===== src/adpcma_pkg.sv =====
// shared constants and tables; six channels fixed, index_adj top entries saturate at +7
package adpcma_pkg;
    localparam int num_ch = 6;  // channels sharing one datapath
    localparam int rom_aw = 24; // byte address into the sample rom
    localparam int acc_w  = 12; // decoder accumulator, signed
    localparam int snd_w  = 16; // mixed output, signed

    // reg_addr[5:3] picks the field, reg_addr[2:0] the channel
    localparam logic [2:0] fld_key      = 3'd0; // channel bits ignored here
    localparam logic [2:0] fld_pan      = 3'd1;
    localparam logic [2:0] fld_start_lo = 3'd2;
    localparam logic [2:0] fld_start_hi = 3'd3;
    localparam logic [2:0] fld_end_lo   = 3'd4;
    localparam logic [2:0] fld_end_hi   = 3'd5;

    // step size per index, roughly x1.1 per entry
    localparam logic [11:0] step_table [0:48] = '{
        12'd16,   12'd17,   12'd19,   12'd21,   12'd23,   12'd25,   12'd28,   12'd31,
        12'd34,   12'd37,   12'd41,   12'd45,   12'd50,   12'd55,   12'd60,   12'd66,
        12'd73,   12'd80,   12'd88,   12'd97,   12'd107,  12'd118,  12'd130,  12'd143,
        12'd157,  12'd173,  12'd190,  12'd209,  12'd230,  12'd253,  12'd279,  12'd307,
        12'd337,  12'd371,  12'd408,  12'd449,  12'd494,  12'd544,  12'd598,  12'd658,
        12'd724,  12'd796,  12'd876,  12'd963,  12'd1060, 12'd1166, 12'd1282, 12'd1411,
        12'd1552
    };
    // index move by nibble magnitude
    localparam logic signed [3:0] index_adj [0:7] = '{
        -4'sd1, -4'sd1, -4'sd1, -4'sd1, 4'sd2, 4'sd4, 4'sd6, 4'sd7
    };

    typedef struct packed {
        logic       dump; // 1 = key off
        logic       rsvd;
        logic [5:0] mask; // one bit per channel
    } key_view_t;
    typedef struct packed {
        logic       left;
        logic       right;
        logic [5:0] level; // gain is (level+1)/64
    } pan_view_t;
    typedef union packed {
        key_view_t key; // fld_key writes
        pan_view_t pan; // fld_pan writes
    } reg_word_u;
endpackage


===== src/adpcma_addr_gen.sv =====
// end block must not be below start block; after key-on the first fetch comes one visit later
module adpcma_addr_gen import adpcma_pkg::*; (
    input  logic              clk,
    input  logic              rst_n,
    input  logic              cen,
    input  logic              reg_wr,
    input  logic [5:0]        reg_addr,
    input  logic [7:0]        reg_data,
    output logic [rom_aw-1:0] rom_addr,
    output logic              roe_n,
    output logic [5:0]        end_flags,
    output logic [2:0]        fetch_slot,
    output logic              fetch_on,
    output logic              fetch_first,
    output logic              fetch_low
);
    logic [15:0]       start_r [num_ch]; // 256-byte blocks
    logic [15:0]       end_r   [num_ch];
    logic [rom_aw-1:0] cur     [num_ch]; // byte now playing
    logic [num_ch-1:0] active;
    logic [num_ch-1:0] phase;            // 1 = low nibble on next visit
    logic [num_ch-1:0] first;
    logic [num_ch-1:0] on_pend;          // key commands waiting for their slot
    logic [num_ch-1:0] off_pend;
    logic [num_ch-1:0] slot_hit, key_mask, on_set, off_set;
    logic [2:0]        slot;
    reg_word_u         wr_word;
    logic              wr_ch_ok, load, go, at_end;

    assign wr_word  = reg_data;
    assign wr_ch_ok = reg_addr[2:0] < 3'(num_ch);
    assign key_mask = (reg_wr && reg_addr[5:3] == fld_key) ? wr_word.key.mask : '0;
    assign on_set   = wr_word.key.dump ? '0 : key_mask;
    assign off_set  = wr_word.key.dump ? key_mask : '0;
    assign slot_hit = cen ? num_ch'(1) << slot : '0;

    assign load   = cen && on_pend[slot];                                    // key-on lands
    assign go     = cen && active[slot] && !on_pend[slot] && !off_pend[slot]; // real fetch
    assign at_end = cur[slot] == {end_r[slot], 8'hff};

    always_ff @(posedge clk) begin
        if (reg_wr && wr_ch_ok) begin
            case (reg_addr[5:3])
                fld_start_lo: start_r[reg_addr[2:0]][7:0]  <= reg_data;
                fld_start_hi: start_r[reg_addr[2:0]][15:8] <= reg_data;
                fld_end_lo:   end_r[reg_addr[2:0]][7:0]    <= reg_data;
                fld_end_hi:   end_r[reg_addr[2:0]][15:8]   <= reg_data;
                default: ;
            endcase
        end
        if (load)
            cur[slot] <= {start_r[slot], 8'h00};
        else if (go && phase[slot] && !at_end)
            cur[slot] <= cur[slot] + rom_aw'(1); // step after the low nibble
    end

    always_ff @(posedge clk or negedge rst_n) begin
        if (!rst_n) begin
            slot        <= '0;
            active      <= '0;
            phase       <= '0;
            first       <= '0;
            on_pend     <= '0;
            off_pend    <= '0;
            end_flags   <= '0;
            rom_addr    <= '0;
            roe_n       <= 1'b1;
            fetch_slot  <= '0;
            fetch_on    <= 1'b0;
            fetch_first <= 1'b0;
            fetch_low   <= 1'b0;
        end else begin
            if (cen) begin
                slot        <= (slot == 3'(num_ch - 1)) ? 3'd0 : slot + 3'd1;
                fetch_slot  <= slot;      // tag travels with the fetch
                fetch_on    <= go;
                fetch_first <= go && first[slot];
                fetch_low   <= go && phase[slot];
                roe_n       <= !go;
            end
            if (go)
                rom_addr <= cur[slot];
            if (load) begin
                active[slot]    <= 1'b1;
                phase[slot]     <= 1'b0;
                first[slot]     <= 1'b1;
                end_flags[slot] <= 1'b0;
            end else if (cen && off_pend[slot]) begin
                active[slot] <= 1'b0;     // key off keeps phase and address
            end else if (go) begin
                first[slot] <= 1'b0;
                phase[slot] <= !phase[slot];
                if (phase[slot] && at_end) begin
                    active[slot]    <= 1'b0;
                    end_flags[slot] <= 1'b1;
                end
            end
            // pend bits clear at their slot and the newest write wins
            on_pend  <= (on_pend & ~slot_hit & ~off_set) | on_set;
            off_pend <= (off_pend & ~slot_hit & ~on_set) | off_set;
        end
    end

    // a playing address never runs past its end block
    a_in_range: assert property (@(posedge clk) disable iff (!rst_n)
        go |-> cur[slot] <= {end_r[slot], 8'hff});
endmodule


===== src/adpcma_nibble_buf.sv =====
// rom_data is sampled on the cen after the address went out; rom must answer within one slot
module adpcma_nibble_buf (
    input  logic       clk,
    input  logic       rst_n,
    input  logic       cen,
    input  logic [7:0] rom_data,
    input  logic [2:0] fetch_slot,
    input  logic       fetch_on,
    input  logic       fetch_first,
    input  logic       fetch_low,
    output logic [3:0] nib,
    output logic [2:0] nib_slot,
    output logic       nib_on,
    output logic       nib_first
);
    logic [7:0] data_q; // rom byte for the slot in nib_slot
    logic       low_q;

    always_ff @(posedge clk) begin
        if (cen)
            data_q <= rom_data;
    end

    // slot tags one stage on, lined up with the byte
    always_ff @(posedge clk or negedge rst_n) begin
        if (!rst_n) begin
            nib_slot  <= '0;
            nib_on    <= 1'b0;
            nib_first <= 1'b0;
            low_q     <= 1'b0;
        end else if (cen) begin
            nib_slot  <= fetch_slot;
            nib_on    <= fetch_on;
            nib_first <= fetch_first;
            low_q     <= fetch_low;
        end
    end

    // high nibble plays first, idle slot reads as 0
    assign nib = !nib_on ? 4'd0 : (low_q ? data_q[3:0] : data_q[7:4]);
endmodule


===== src/adpcma_decoder.sv =====
// state of idle slots is kept untouched; nib_first restarts a channel from zero
module adpcma_decoder import adpcma_pkg::*; (
    input  logic                    clk,
    input  logic                    rst_n,
    input  logic                    cen,
    input  logic [3:0]              nib,
    input  logic [2:0]              nib_slot,
    input  logic                    nib_on,
    input  logic                    nib_first,
    output logic signed [acc_w-1:0] dec_sample,
    output logic [2:0]              dec_slot,
    output logic                    dec_on
);
    logic signed [acc_w-1:0] acc [num_ch]; // per-channel sample
    logic [5:0]              idx [num_ch]; // per-channel step index
    logic signed [acc_w-1:0] acc_cur, acc_nxt;
    logic [5:0]              idx_cur, idx_nxt;
    logic [11:0]             step;
    logic [2:0]              mag;
    logic [15:0]             prod;     // step * (2m+1)
    logic [12:0]             diff;
    logic signed [acc_w+1:0] acc_ext, diff_ext, sum; // room past both rails
    logic signed [6:0]       idx_sum;

    always_comb begin
        acc_cur  = nib_first ? '0 : acc[nib_slot];
        idx_cur  = nib_first ? '0 : idx[nib_slot];
        mag      = nib[2:0];
        step     = step_table[idx_cur];
        prod     = {4'd0, step} * {12'd0, mag, 1'b1};
        diff     = prod[15:3];                  // divide by 8
        acc_ext  = acc_cur;                     // sign extends
        diff_ext = {1'b0, diff};
        sum      = nib[3] ? acc_ext - diff_ext : acc_ext + diff_ext;
        if (sum > 14'sd2047)
            acc_nxt = 12'sh7ff;
        else if (sum < -14'sd2048)
            acc_nxt = 12'sh800;
        else
            acc_nxt = sum[acc_w-1:0];
        idx_sum = $signed({1'b0, idx_cur}) + index_adj[mag];
        if (idx_sum < 7'sd0)
            idx_nxt = 6'd0;
        else if (idx_sum > 7'sd48)
            idx_nxt = 6'd48;
        else
            idx_nxt = idx_sum[5:0];
    end

    always_ff @(posedge clk) begin
        if (cen && nib_on) begin
            acc[nib_slot] <= acc_nxt;
            idx[nib_slot] <= idx_nxt;
        end
    end

    always_ff @(posedge clk or negedge rst_n) begin
        if (!rst_n) begin
            dec_sample <= '0;
            dec_slot   <= '0;
            dec_on     <= 1'b0;
        end else if (cen) begin
            dec_sample <= nib_on ? acc_nxt : '0; // idle slot mixes as 0
            dec_slot   <= nib_slot;
            dec_on     <= nib_on;
        end
    end

    // a restart must carry a real nibble or the clear is lost
    a_first_on: assert property (@(posedge clk) disable iff (!rst_n)
        nib_first |-> nib_on);
    // slot tag from the address generator wraps at num_ch
    a_slot_range: assert property (@(posedge clk) disable iff (!rst_n)
        nib_slot < 3'(num_ch));
endmodule


===== src/adpcma_mixer.sv =====
// pan writes take effect at once, so a change mid-round shows partly in that round's sum
module adpcma_mixer import adpcma_pkg::*; (
    input  logic                    clk,
    input  logic                    rst_n,
    input  logic                    cen,
    input  logic                    reg_wr,
    input  logic [5:0]              reg_addr,
    input  logic [7:0]              reg_data,
    input  logic signed [acc_w-1:0] dec_sample,
    input  logic [2:0]              dec_slot,
    input  logic                    dec_on,
    output logic signed [snd_w-1:0] snd_l,
    output logic signed [snd_w-1:0] snd_r,
    output logic                    snd_valid
);
    logic [num_ch-1:0]       en_l, en_r;
    logic [5:0]              level [num_ch];
    reg_word_u               wr_word;
    logic                    pan_wr;
    logic signed [acc_w+7:0] prod, shifted;  // 12 x 8 bits
    logic signed [snd_w-1:0] contrib, add_l, add_r;
    logic signed [snd_w-1:0] sum_l, sum_r, nxt_l, nxt_r; // running round sums

    assign wr_word = reg_data;
    assign pan_wr  = reg_wr && reg_addr[5:3] == fld_pan && reg_addr[2:0] < 3'(num_ch);

    always_comb begin
        prod    = dec_sample * $signed({2'b00, level[dec_slot]} + 8'd1);
        shifted = prod >>> 6;
        contrib = shifted[snd_w-1:0];          // |contrib| <= 2048
        add_l   = (dec_on && en_l[dec_slot]) ? contrib : '0;
        add_r   = (dec_on && en_r[dec_slot]) ? contrib : '0;
        nxt_l   = sum_l + add_l;
        nxt_r   = sum_r + add_r;
    end

    always_ff @(posedge clk or negedge rst_n) begin
        if (!rst_n) begin
            en_l      <= '0;
            en_r      <= '0;
            sum_l     <= '0;
            sum_r     <= '0;
            snd_l     <= '0;
            snd_r     <= '0;
            snd_valid <= 1'b0;
            for (int i = 0; i < num_ch; i++)
                level[i] <= '0;
        end else begin
            snd_valid <= 1'b0;
            if (pan_wr) begin
                en_l[reg_addr[2:0]]  <= wr_word.pan.left;
                en_r[reg_addr[2:0]]  <= wr_word.pan.right;
                level[reg_addr[2:0]] <= wr_word.pan.level;
            end
            if (cen) begin
                if (dec_slot == 3'(num_ch - 1)) begin
                    snd_l     <= nxt_l;       // publish with slot 5 folded in
                    snd_r     <= nxt_r;
                    sum_l     <= '0;
                    sum_r     <= '0;
                    snd_valid <= 1'b1;
                end else begin
                    sum_l <= nxt_l;
                    sum_r <= nxt_r;
                end
            end
        end
    end

    // one pulse per round
    a_valid_pulse: assert property (@(posedge clk) disable iff (!rst_n)
        snd_valid |=> !snd_valid);
endmodule


===== src/adpcma_top.sv =====
// cen paces every stage, one slot per pulse; rom data is due by the next pulse
module adpcma_top import adpcma_pkg::*; (
    input  logic                    clk,
    input  logic                    rst_n,
    input  logic                    cen,
    input  logic                    reg_wr,
    input  logic [5:0]              reg_addr,
    input  logic [7:0]              reg_data,
    input  logic [7:0]              rom_data,
    output logic [rom_aw-1:0]       rom_addr,
    output logic                    roe_n,
    output logic [5:0]              end_flags,
    output logic signed [snd_w-1:0] snd_l,
    output logic signed [snd_w-1:0] snd_r,
    output logic                    snd_valid
);
    logic [2:0]              fetch_slot, nib_slot, dec_slot;
    logic                    fetch_on, fetch_first, fetch_low;
    logic [3:0]              nib;
    logic                    nib_on, nib_first, dec_on;
    logic signed [acc_w-1:0] dec_sample;

    adpcma_addr_gen u_addr_gen (
        .clk, .rst_n, .cen, .reg_wr, .reg_addr, .reg_data,
        .rom_addr, .roe_n, .end_flags,
        .fetch_slot, .fetch_on, .fetch_first, .fetch_low
    );

    adpcma_nibble_buf u_nibble_buf (
        .clk, .rst_n, .cen, .rom_data,
        .fetch_slot, .fetch_on, .fetch_first, .fetch_low,
        .nib, .nib_slot, .nib_on, .nib_first
    );

    adpcma_decoder u_decoder (
        .clk, .rst_n, .cen, .nib, .nib_slot, .nib_on, .nib_first,
        .dec_sample, .dec_slot, .dec_on
    );

    adpcma_mixer u_mixer (
        .clk, .rst_n, .cen, .reg_wr, .reg_addr, .reg_data,
        .dec_sample, .dec_slot, .dec_on,
        .snd_l, .snd_r, .snd_valid
    );
endmodule


===== config.mk =====
export PLATFORM = sky130hd
export DESIGN_NAME = adpcma_top
export DESIGN_NICKNAME = d
export VERILOG_FILES = /design/src/adpcma_pkg.sv /design/src/adpcma_addr_gen.sv /design/src/adpcma_nibble_buf.sv /design/src/adpcma_decoder.sv /design/src/adpcma_mixer.sv /design/src/adpcma_top.sv
export SDC_FILE = /design/constraint.sdc
export NUM_CORES = 1
export LEC_CHECK = 0
export BUFFER_PORTS_ARGS = -buffer_cell sky130_fd_sc_hd__clkbuf_2
export CORE_ASPECT_RATIO = 1.2
export CORE_UTILIZATION = 60
export CTS_CLUSTER_SIZE = 30
export DETAILED_ROUTE_END_ITERATION = 8
export HOLD_SLACK_MARGIN = 0.06
export PLACE_DENSITY = 0.83
export SLEW_MARGIN = 20
export SYNTH_ARGS = -nofsm -noshare
export SYNTH_HDL_FRONTEND = slang
export SYNTH_SLANG_ARGS = --single-unit

===== constraint.sdc =====
create_clock -name clk -period 10.8 [get_ports clk]
set_input_delay 0.54 -clock clk [delete_from_list [all_inputs] [get_ports clk]]
set_output_delay 0.54 -clock clk [all_outputs]
set_load 0.005 [all_outputs]

* Word-level counts from Yosys, hierarchy flattened
Memory sizes are Yosys's and may differ from the RTL's.
Index checks and enable logic that the tools add are counted.
** Cells by class
- $add $sub $neg :: 8
- Multiply operators :: 2
- Divide/modulo/power cells :: 0
- $lt $le $gt $ge :: 15
- Equality and inequality tests :: 9
- Shifts and indexed selects :: 1
- Multiplexer cells :: 86
- Bitwise gates (word level) :: 22
- Reduce and logical (&&, ||, !) cells :: 33
** Operators with widths (count)
- $mux 6 :: 24
- $mux 12 :: 6
- $mux 16 :: 4
- $and 6x6->6 :: 8
- $bwmux 36 :: 1
- $add 16x16->16 :: 2
- $mux 1 :: 30
- $or 6x6->6 :: 5
- $add 24x1->24 const B :: 1
- $eq 24x24->1 :: 1
- $mux 24 :: 1
- $not 6->6 :: 4
- $bmux 1 s3 :: 7
- $mul 12x8->20 :: 1
- $logic_and 1x1->1 :: 19
- $bmux 6 s3 :: 1
- $bwmux 6 :: 3
- $demux 6 s3 :: 1
- $mul 12x4->16 :: 1
- $mux 4 :: 4
- $add 12x14->14 :: 1
- $gt 14x12->1 const B :: 1
- $lt 14x12->1 const B :: 1
- $mux 14 :: 1
- other kinds (28) :: 48
** Word-level totals
- Register bits after elaboration :: 213
- Latch bits :: 0
- RAM bits :: 444
- ROM bits :: 800
- Output and inout bits :: 64
- Logic and storage cells :: 217
- Memories :: 7
** Memories
- (name not given) :: depth 64, bits a word 12, read ports 1, clocked after Yosys merged registers in 0, wr ports 0, RTL line adpcma_decoder.sv:29 : step = step_table[idx_cur];
- u_addr_gen.cur :: depth 6, bits a word 24, read ports 1, clocked after Yosys merged registers in 0, wr ports 1, RTL line adpcma_addr_gen.sv:19 : logic [rom_aw-1:0] cur [num_ch];
- u_addr_gen.end_r :: depth 6, bits a word 16, read ports 1, clocked after Yosys merged registers in 0, wr ports 1, RTL line adpcma_addr_gen.sv:18 : logic [15:0] end_r [num_ch];
- u_addr_gen.start_r :: depth 6, bits a word 16, read ports 1, clocked after Yosys merged registers in 0, wr ports 1, RTL line adpcma_addr_gen.sv:17 : logic [15:0] start_r [num_ch];
- u_decoder.acc :: depth 6, bits a word 12, read ports 1, clocked after Yosys merged registers in 0, wr ports 1, RTL line adpcma_decoder.sv:14 : logic signed [acc_w-1:0] acc [num_ch];
- u_decoder.idx :: depth 6, bits a word 6, read ports 1, clocked after Yosys merged registers in 0, wr ports 1, RTL line adpcma_decoder.sv:15 : logic [5:0] idx [num_ch];
- +1 memories

* Depth between registers and ports, before layout
An unclocked memory read counts as a cell.
- Depth in word-level cells :: 13
- Depth in mapped cells :: 41
- Gate-level depth less buffers :: 38

* Hierarchy
Synthesis repeated with hierarchy kept, for this count alone.
** Second synthesis, totals
- Cells, all modules :: 2839
- Area total of the unflattened synthesis :: 35288.8 sq um
** By module, submodules not included
- adpcma_addr_gen :: instances 1, cells an instance 1112, area an instance 17234.0 sq um, seq. area each 11842.6 sq um
- adpcma_mixer :: instances 1, cells an instance 909, area an instance 9162.5 sq um, seq. area each 2827.7 sq um
- adpcma_decoder :: instances 1, cells an instance 788, area an instance 8328.0 sq um, seq. area each 3643.5 sq um
- adpcma_nibble_buf :: instances 1, cells an instance 30, area an instance 564.3 sq um, seq. area each 390.4 sq um

* Least setup slack after synthesis
Ideal clock, no wire load.
- Kind :: register to register
- From :: register u_nibble_buf.nib_slot[0]
- To :: memory u_decoder.acc[0][10] (data pin)
- Setup time :: 0.303 ns
- Data arrival time :: 8.435 ns
- Required time :: 10.497 ns
- Setup slack :: 2.062 ns
- Stages on the path, launching flop included :: 38
- Period minus slack after synthesis :: 8.738 ns
- Path through :: dfrtp_1 -> buf_6 -> buf_6 -> mux4_2 -> mux2i_1 -> or2_2 -> ha_1 -> inv_1 -> nor4_1 -> o211ai_2 -> a41oi_2 -> nor2_1 -> fa_1 -> inv_1 -> fa_1 -> inv_1 -> fa_1 -> a21o_1 -> [2 not listed] -> or4b_2 -> nand2_1 -> xnor2_1 -> nor3b_1 -> and4_1 -> buf_6 -> a21oi_1 -> xnor2_1 -> ha_1 -> or3_1 -> o21ai_0 -> nor3_1 -> and4b_1 -> clkbuf_1 -> a21boi_0 -> nand4_1 -> nand3_2 -> o21ai_0
** Between the ends
- Word-level cells in the longest chain between the ends :: 12
- Elaborated cells on any way between the ends :: 16
- Classes of those cells :: add/sub (2); mul (1); order compare (2); mux (7); bitwise (1); memory (3)
** Ends and longest elaborated chain
- from (decl) :: RTL line adpcma_nibble_buf.sv:12 : output logic [2:0] nib_slot,
- from (signal assigned) :: RTL line adpcma_nibble_buf.sv:32 : nib_slot <= fetch_slot;
- $mem_v2 6x6
- $mux 6 :: RTL line adpcma_decoder.sv:27 : idx_cur = nib_first ? '0 : idx[nib_slot];
- $not 6->7 (not written as such) :: RTL line adpcma_decoder.sv:29
- $mem_v2 64x12
- $mux 12 (not written as such) (2 in series) :: RTL line adpcma_decoder.sv:29
- $mul 12x4->16 :: RTL line adpcma_decoder.sv:30 : prod = {4'd0, step} * {12'd0, mag, 1'b1};
- $add 12x14->14 or $sub 12x14->14 (tied branches) :: RTL line adpcma_decoder.sv:34 : sum = nib[3] ? acc_ext - diff_ext : acc_ext + diff_ext;
- $mux 14 (*) :: RTL line adpcma_decoder.sv:34
- $lt 14x12->1 :: RTL line adpcma_decoder.sv:37 : else if (sum < -14'sd2048)
- $mux 12 :: RTL line adpcma_decoder.sv:37
- $mux 12 (*) :: RTL line adpcma_decoder.sv:35 : if (sum > 14'sd2047)
- via u_decoder.acc_nxt[10] :: RTL line adpcma_decoder.sv:16 : logic signed [acc_w-1:0] acc_cur, acc_nxt;
- to (decl) :: RTL line adpcma_decoder.sv:14
The timed path passes the listed nets; every way through them passes the cells marked *. The select of a mux whose other input is x is not followed.

* Final worst setup path
- From :: register u_nibble_buf.nib_slot[0]
- To :: memory u_decoder.acc[0][8] (data pin)
The elaborated chain is that of the path after synthesis.

==> impl_results.md <==
* Status: complete, but fails checks
* Violated checks: DRC
* Max Freq at 0.0991 GHz
* # Post-CTS Setup Buffers at 0
* RSZ-0062 raised after global routing: no
* Pins over their slew limit at 0
* Drt wl/cell at 21.8 um
* Async SR Flop Fraction at 0.312
* Number of library cell types mapped by synthesis at between 90 and 100
* Share of cells above drive strength 1 at 0.147
* Initial drt markers at 1904
* Endpoints failing hold at 0
* Yosys reg bits at 657
* Die Span Y at 264 um
* Total Wirelength at 78300 um
* Setup TNS at 0 ns
* Total track usage at 0.277
* Ys flop type: edfxtp_1
* Clock Path Buffers at 3
* Setup CP Type: register to register
* Die area at 58000 sq um
* Vias at 22300
* Critical Path AT at 10.45 ns
* Post-DRT Antenna Nets at 0
* H-tree levels at 2
* Synth Net Count at approximately 3000
* Synthesized area per cell at approximately 12 sq um
* Hold slack at 0.0918 ns
* N_diodes at 0
* Period utilization at 0.934
* Drt via density at 6.23
* # fillers at 3752
* Root Driver: clkbuf_16
* Total CTS buffers at 60
* Die Wd at about 220 um
* Slowest cell delay on critical path at between 0.6 and 0.7 ns
* Initial core utilization at 0.609
* Worst-margin pin slew at between 1 and 1.5 ns
* Placer Congestion at between 0.8 and 0.9
* Clk sinks at 657
* Cell area after synthesis at 34200 sq um
* Critical path startpoint category: register
* Final setup vio count at 0
* Vias in the first global route at 23400
* Worst Skew at 0.0492 ns
* Register area share after synthesis at 0.546
* Yosys warnings at 0
* Clk slew on worst S/H paths at 0.07 ns
* Drt pass-1 iters at 8
* Largest net degree at the start of global routing at 131
* Number of I/O pins at 90
* Slowest CP cell: or4b_2
* Critical Path Sink Type: register
* Area grow syn2layout at 9.64%
* Std cell rows at 95
* Worst Path Buf+Inv at 4
* Nets@finish at 3036
* Core region area at 56200 sq um
* Antenna violations before repair at 0
* DRC at 3
* Worst EP required at 11.16 ns
* Slack of the worst reg-to-reg path at 0.71 ns
* Worst-Skew Late Latency at roughly 0.66 ns
* DP HPWL at 51300 um
* Critical Path Fanout Max at 16
* TritonCTS clock tree: built
* Max Cap Viol at 0
* Max_slew headroom at 0.239
* Grt ovf at 0
* Cell family with most CP delay: compound AO/OA/AOI/OAI gates
* Gate Count Post-Synth at between 2000 and 3000
* Most common cell on crit path: inv_1
* Minimum period implied by the final worst setup slack at 10.09 ns
* EDFF count, synth at 452
* Hold Path Class: input port to register
* Port buffer count at 89
* Global-route wire length before repair at 125000 um
-- layout by cell type (no fill, tap or decap), types with 9 or more instances in the layout --
master     instances
nor3_1            33
clkbuf_2          88
xnor2_1           81
clkbuf_1          14
or2_2              9
nand2b_1          23
edfxtp_1         452
o221ai_1          11
or3_1             12
nand3_1           50
nor2_1           247
nand3b_1          11
fa_1              87
ha_1             115
mux2i_1           98
and3_1            10
dfrtp_1          199
buf_4             28
and2_1            57
clkinv_2          14
clkbuf_16         60
nor2b_1           24
nand2_1          184
o2bb2ai_1         32
inv_1            173
nand4_1            9
mux4_2            75
nor4_1            16
xor2_1            47
o21ai_0          161
mux2_2            75
a21o_1            19
a21oi_1          135
a211oi_1          22
-- flip-flops by register name (all words and copies together) (netlist names), 3 cells and up, named ones only --
name / flops
u_addr_gen.cur: 144
u_addr_gen.end_r: 96
u_addr_gen.start_r: 96
u_decoder.acc: 72
u_decoder.idx: 36
u_mixer.level: 36
u_addr_gen.rom_addr: 24
u_mixer.snd_l: 16
u_mixer.snd_r: 16
u_mixer.sum_l: 16
u_mixer.sum_r: 16
u_decoder.dec_sample: 12
u_nibble_buf.data_q: 8
u_addr_gen.off_pend: 6
u_addr_gen.on_pend: 6
u_addr_gen.phase: 6
u_mixer.en_l: 6
u_mixer.en_r: 6
u_addr_gen.fetch_slot: 3
u_addr_gen.slot: 3
u_decoder.dec_slot: 3
u_nibble_buf.nib_slot: 3
-- Yosys cell counts, types with 5 or more instances --
cell         n  area (sq um)
a31oi_1      8          50.1
o21ai_0    166           831
or2_2        9          56.3
o22ai_1      7          43.8
nor3_1      36           180
buf_4        6          45.0
o2bb2ai_1   32           280
nand2b_1    23           144
o221ai_1    11          96.3
edfxtp_1   452         13600
a21boi_0     6          45.0
xor2_1      47           412
clkbuf_1    81           304
mux2i_1     98           981
nor3b_1      5          37.5
and2_1      57           357
o22a_1       6          52.6
mux2_2      75           845
nor2_1     254           953
or3_1       12          75.1
nor4_1      16           100
buf_1       19          71.3
buf_2       10          50.1
o21a_1       8          60.1
ha_1       115          1440
mux4_2      75          1690
nand3_1     51           255
nand2_1    185           694
fa_1        87          1740
inv_1      174           653
nor2b_1     24           150
a211oi_1    22           165
dfrtp_1    204          5100
nand3b_1    11          82.6
a21oi_1    135           676
a21o_1      19           143
nand4_1      9          56.3
and3_1      10          62.6
o31a_1       7          61.3
xnor2_1     81           709
-- final timing paths --
check	startpoint	to	cells past startpoint
max	u_nibble_buf.nib_slot[0]	u_decoder.acc[0][8]	35
min	rom_data[5]	u_nibble_buf.data_q[5]	1
max reg2reg	u_nibble_buf.nib_slot[0]	u_decoder.acc[0][8]	35
min reg2reg	u_mixer.snd_r[0]	u_mixer.snd_r[0]	2
max in group asynchronous	rst_n	u_addr_gen.slot[0]	3
min in group asynchronous	rst_n	u_mixer.en_r[2]	2
-- timing repair --
action	4_1_cts	5_1_grt
hold buffers	5	0
gates resized for setup	0	8
endpoints found under the hold margin	34	0
endpoints found under the setup margin	0	75
-- routing by layer --
| metal | track usage | share of wire | up-vias |
|---|---|---|---|
| met5 | 0 | 0 | - |
| met4 | 0.111 | 0.037 | 0 |
| met3 | 0.0354 | 0.060 | 197 |
| met2 | 0.474 | 0.51 | 868 |
| met1 | 0.358 | 0.39 | 11200 |
| li1 | - | - | 10000 |
-- layout make-up --
| type | count | area (sq um) | share of cell area |
|---|---|---|---|
| clock buffers | 78 | 1610 | 0.0429 |
| clock inverters | 34 | 419 | 0.0112 |
| inverters | 178 | 669 | 0.0178 |
| multi-input cells | 1787 | 14400 | 0.385 |
| flip-flops and latches | 657 | 18700 | 0.499 |
| well taps | 727 | 910 | 0.0242 |
| repair buffers | 124 | 763 | 0.0203 |
-- logic make-up (layout without fill, tap and decap cells) --
logic type / count (synthesis) / in the layout / share of synthesized area
mux: 251 / 251 / 0.104
buf+inv: 297 / 414 / 0.0343
flops: 657 / 657 / 0.546
compound gates: 485 / 485 / 0.0904
xor+xnor: 128 / 128 / 0.0328
fa+ha+maj: 203 / 203 / 0.0932
simple gates: 720 / 720 / 0.0990
-- through the flow --
| step | instance area [sq um] | setup WS, ns | util | cells |
|---|---|---|---|---|
| floorplan | 34200 | 2.06 | - | 2741 |
| global placement | 35400 | 0.788 | 0.630 | 3467 |
| detailed placement | 35400 | 0.427 | 0.630 | 3467 |
| CTS | 37500 | 0.392 | 0.667 | 3584 |
| global route | 37500 | 0.0103 | 0.668 | 3585 |
| finish | 37500 | 0.711 | 0.668 | 3585 |
Power is left out: the tool's default activity adds up to more than one toggle a clock period on the data nets, which glitch-free logic cannot reach.
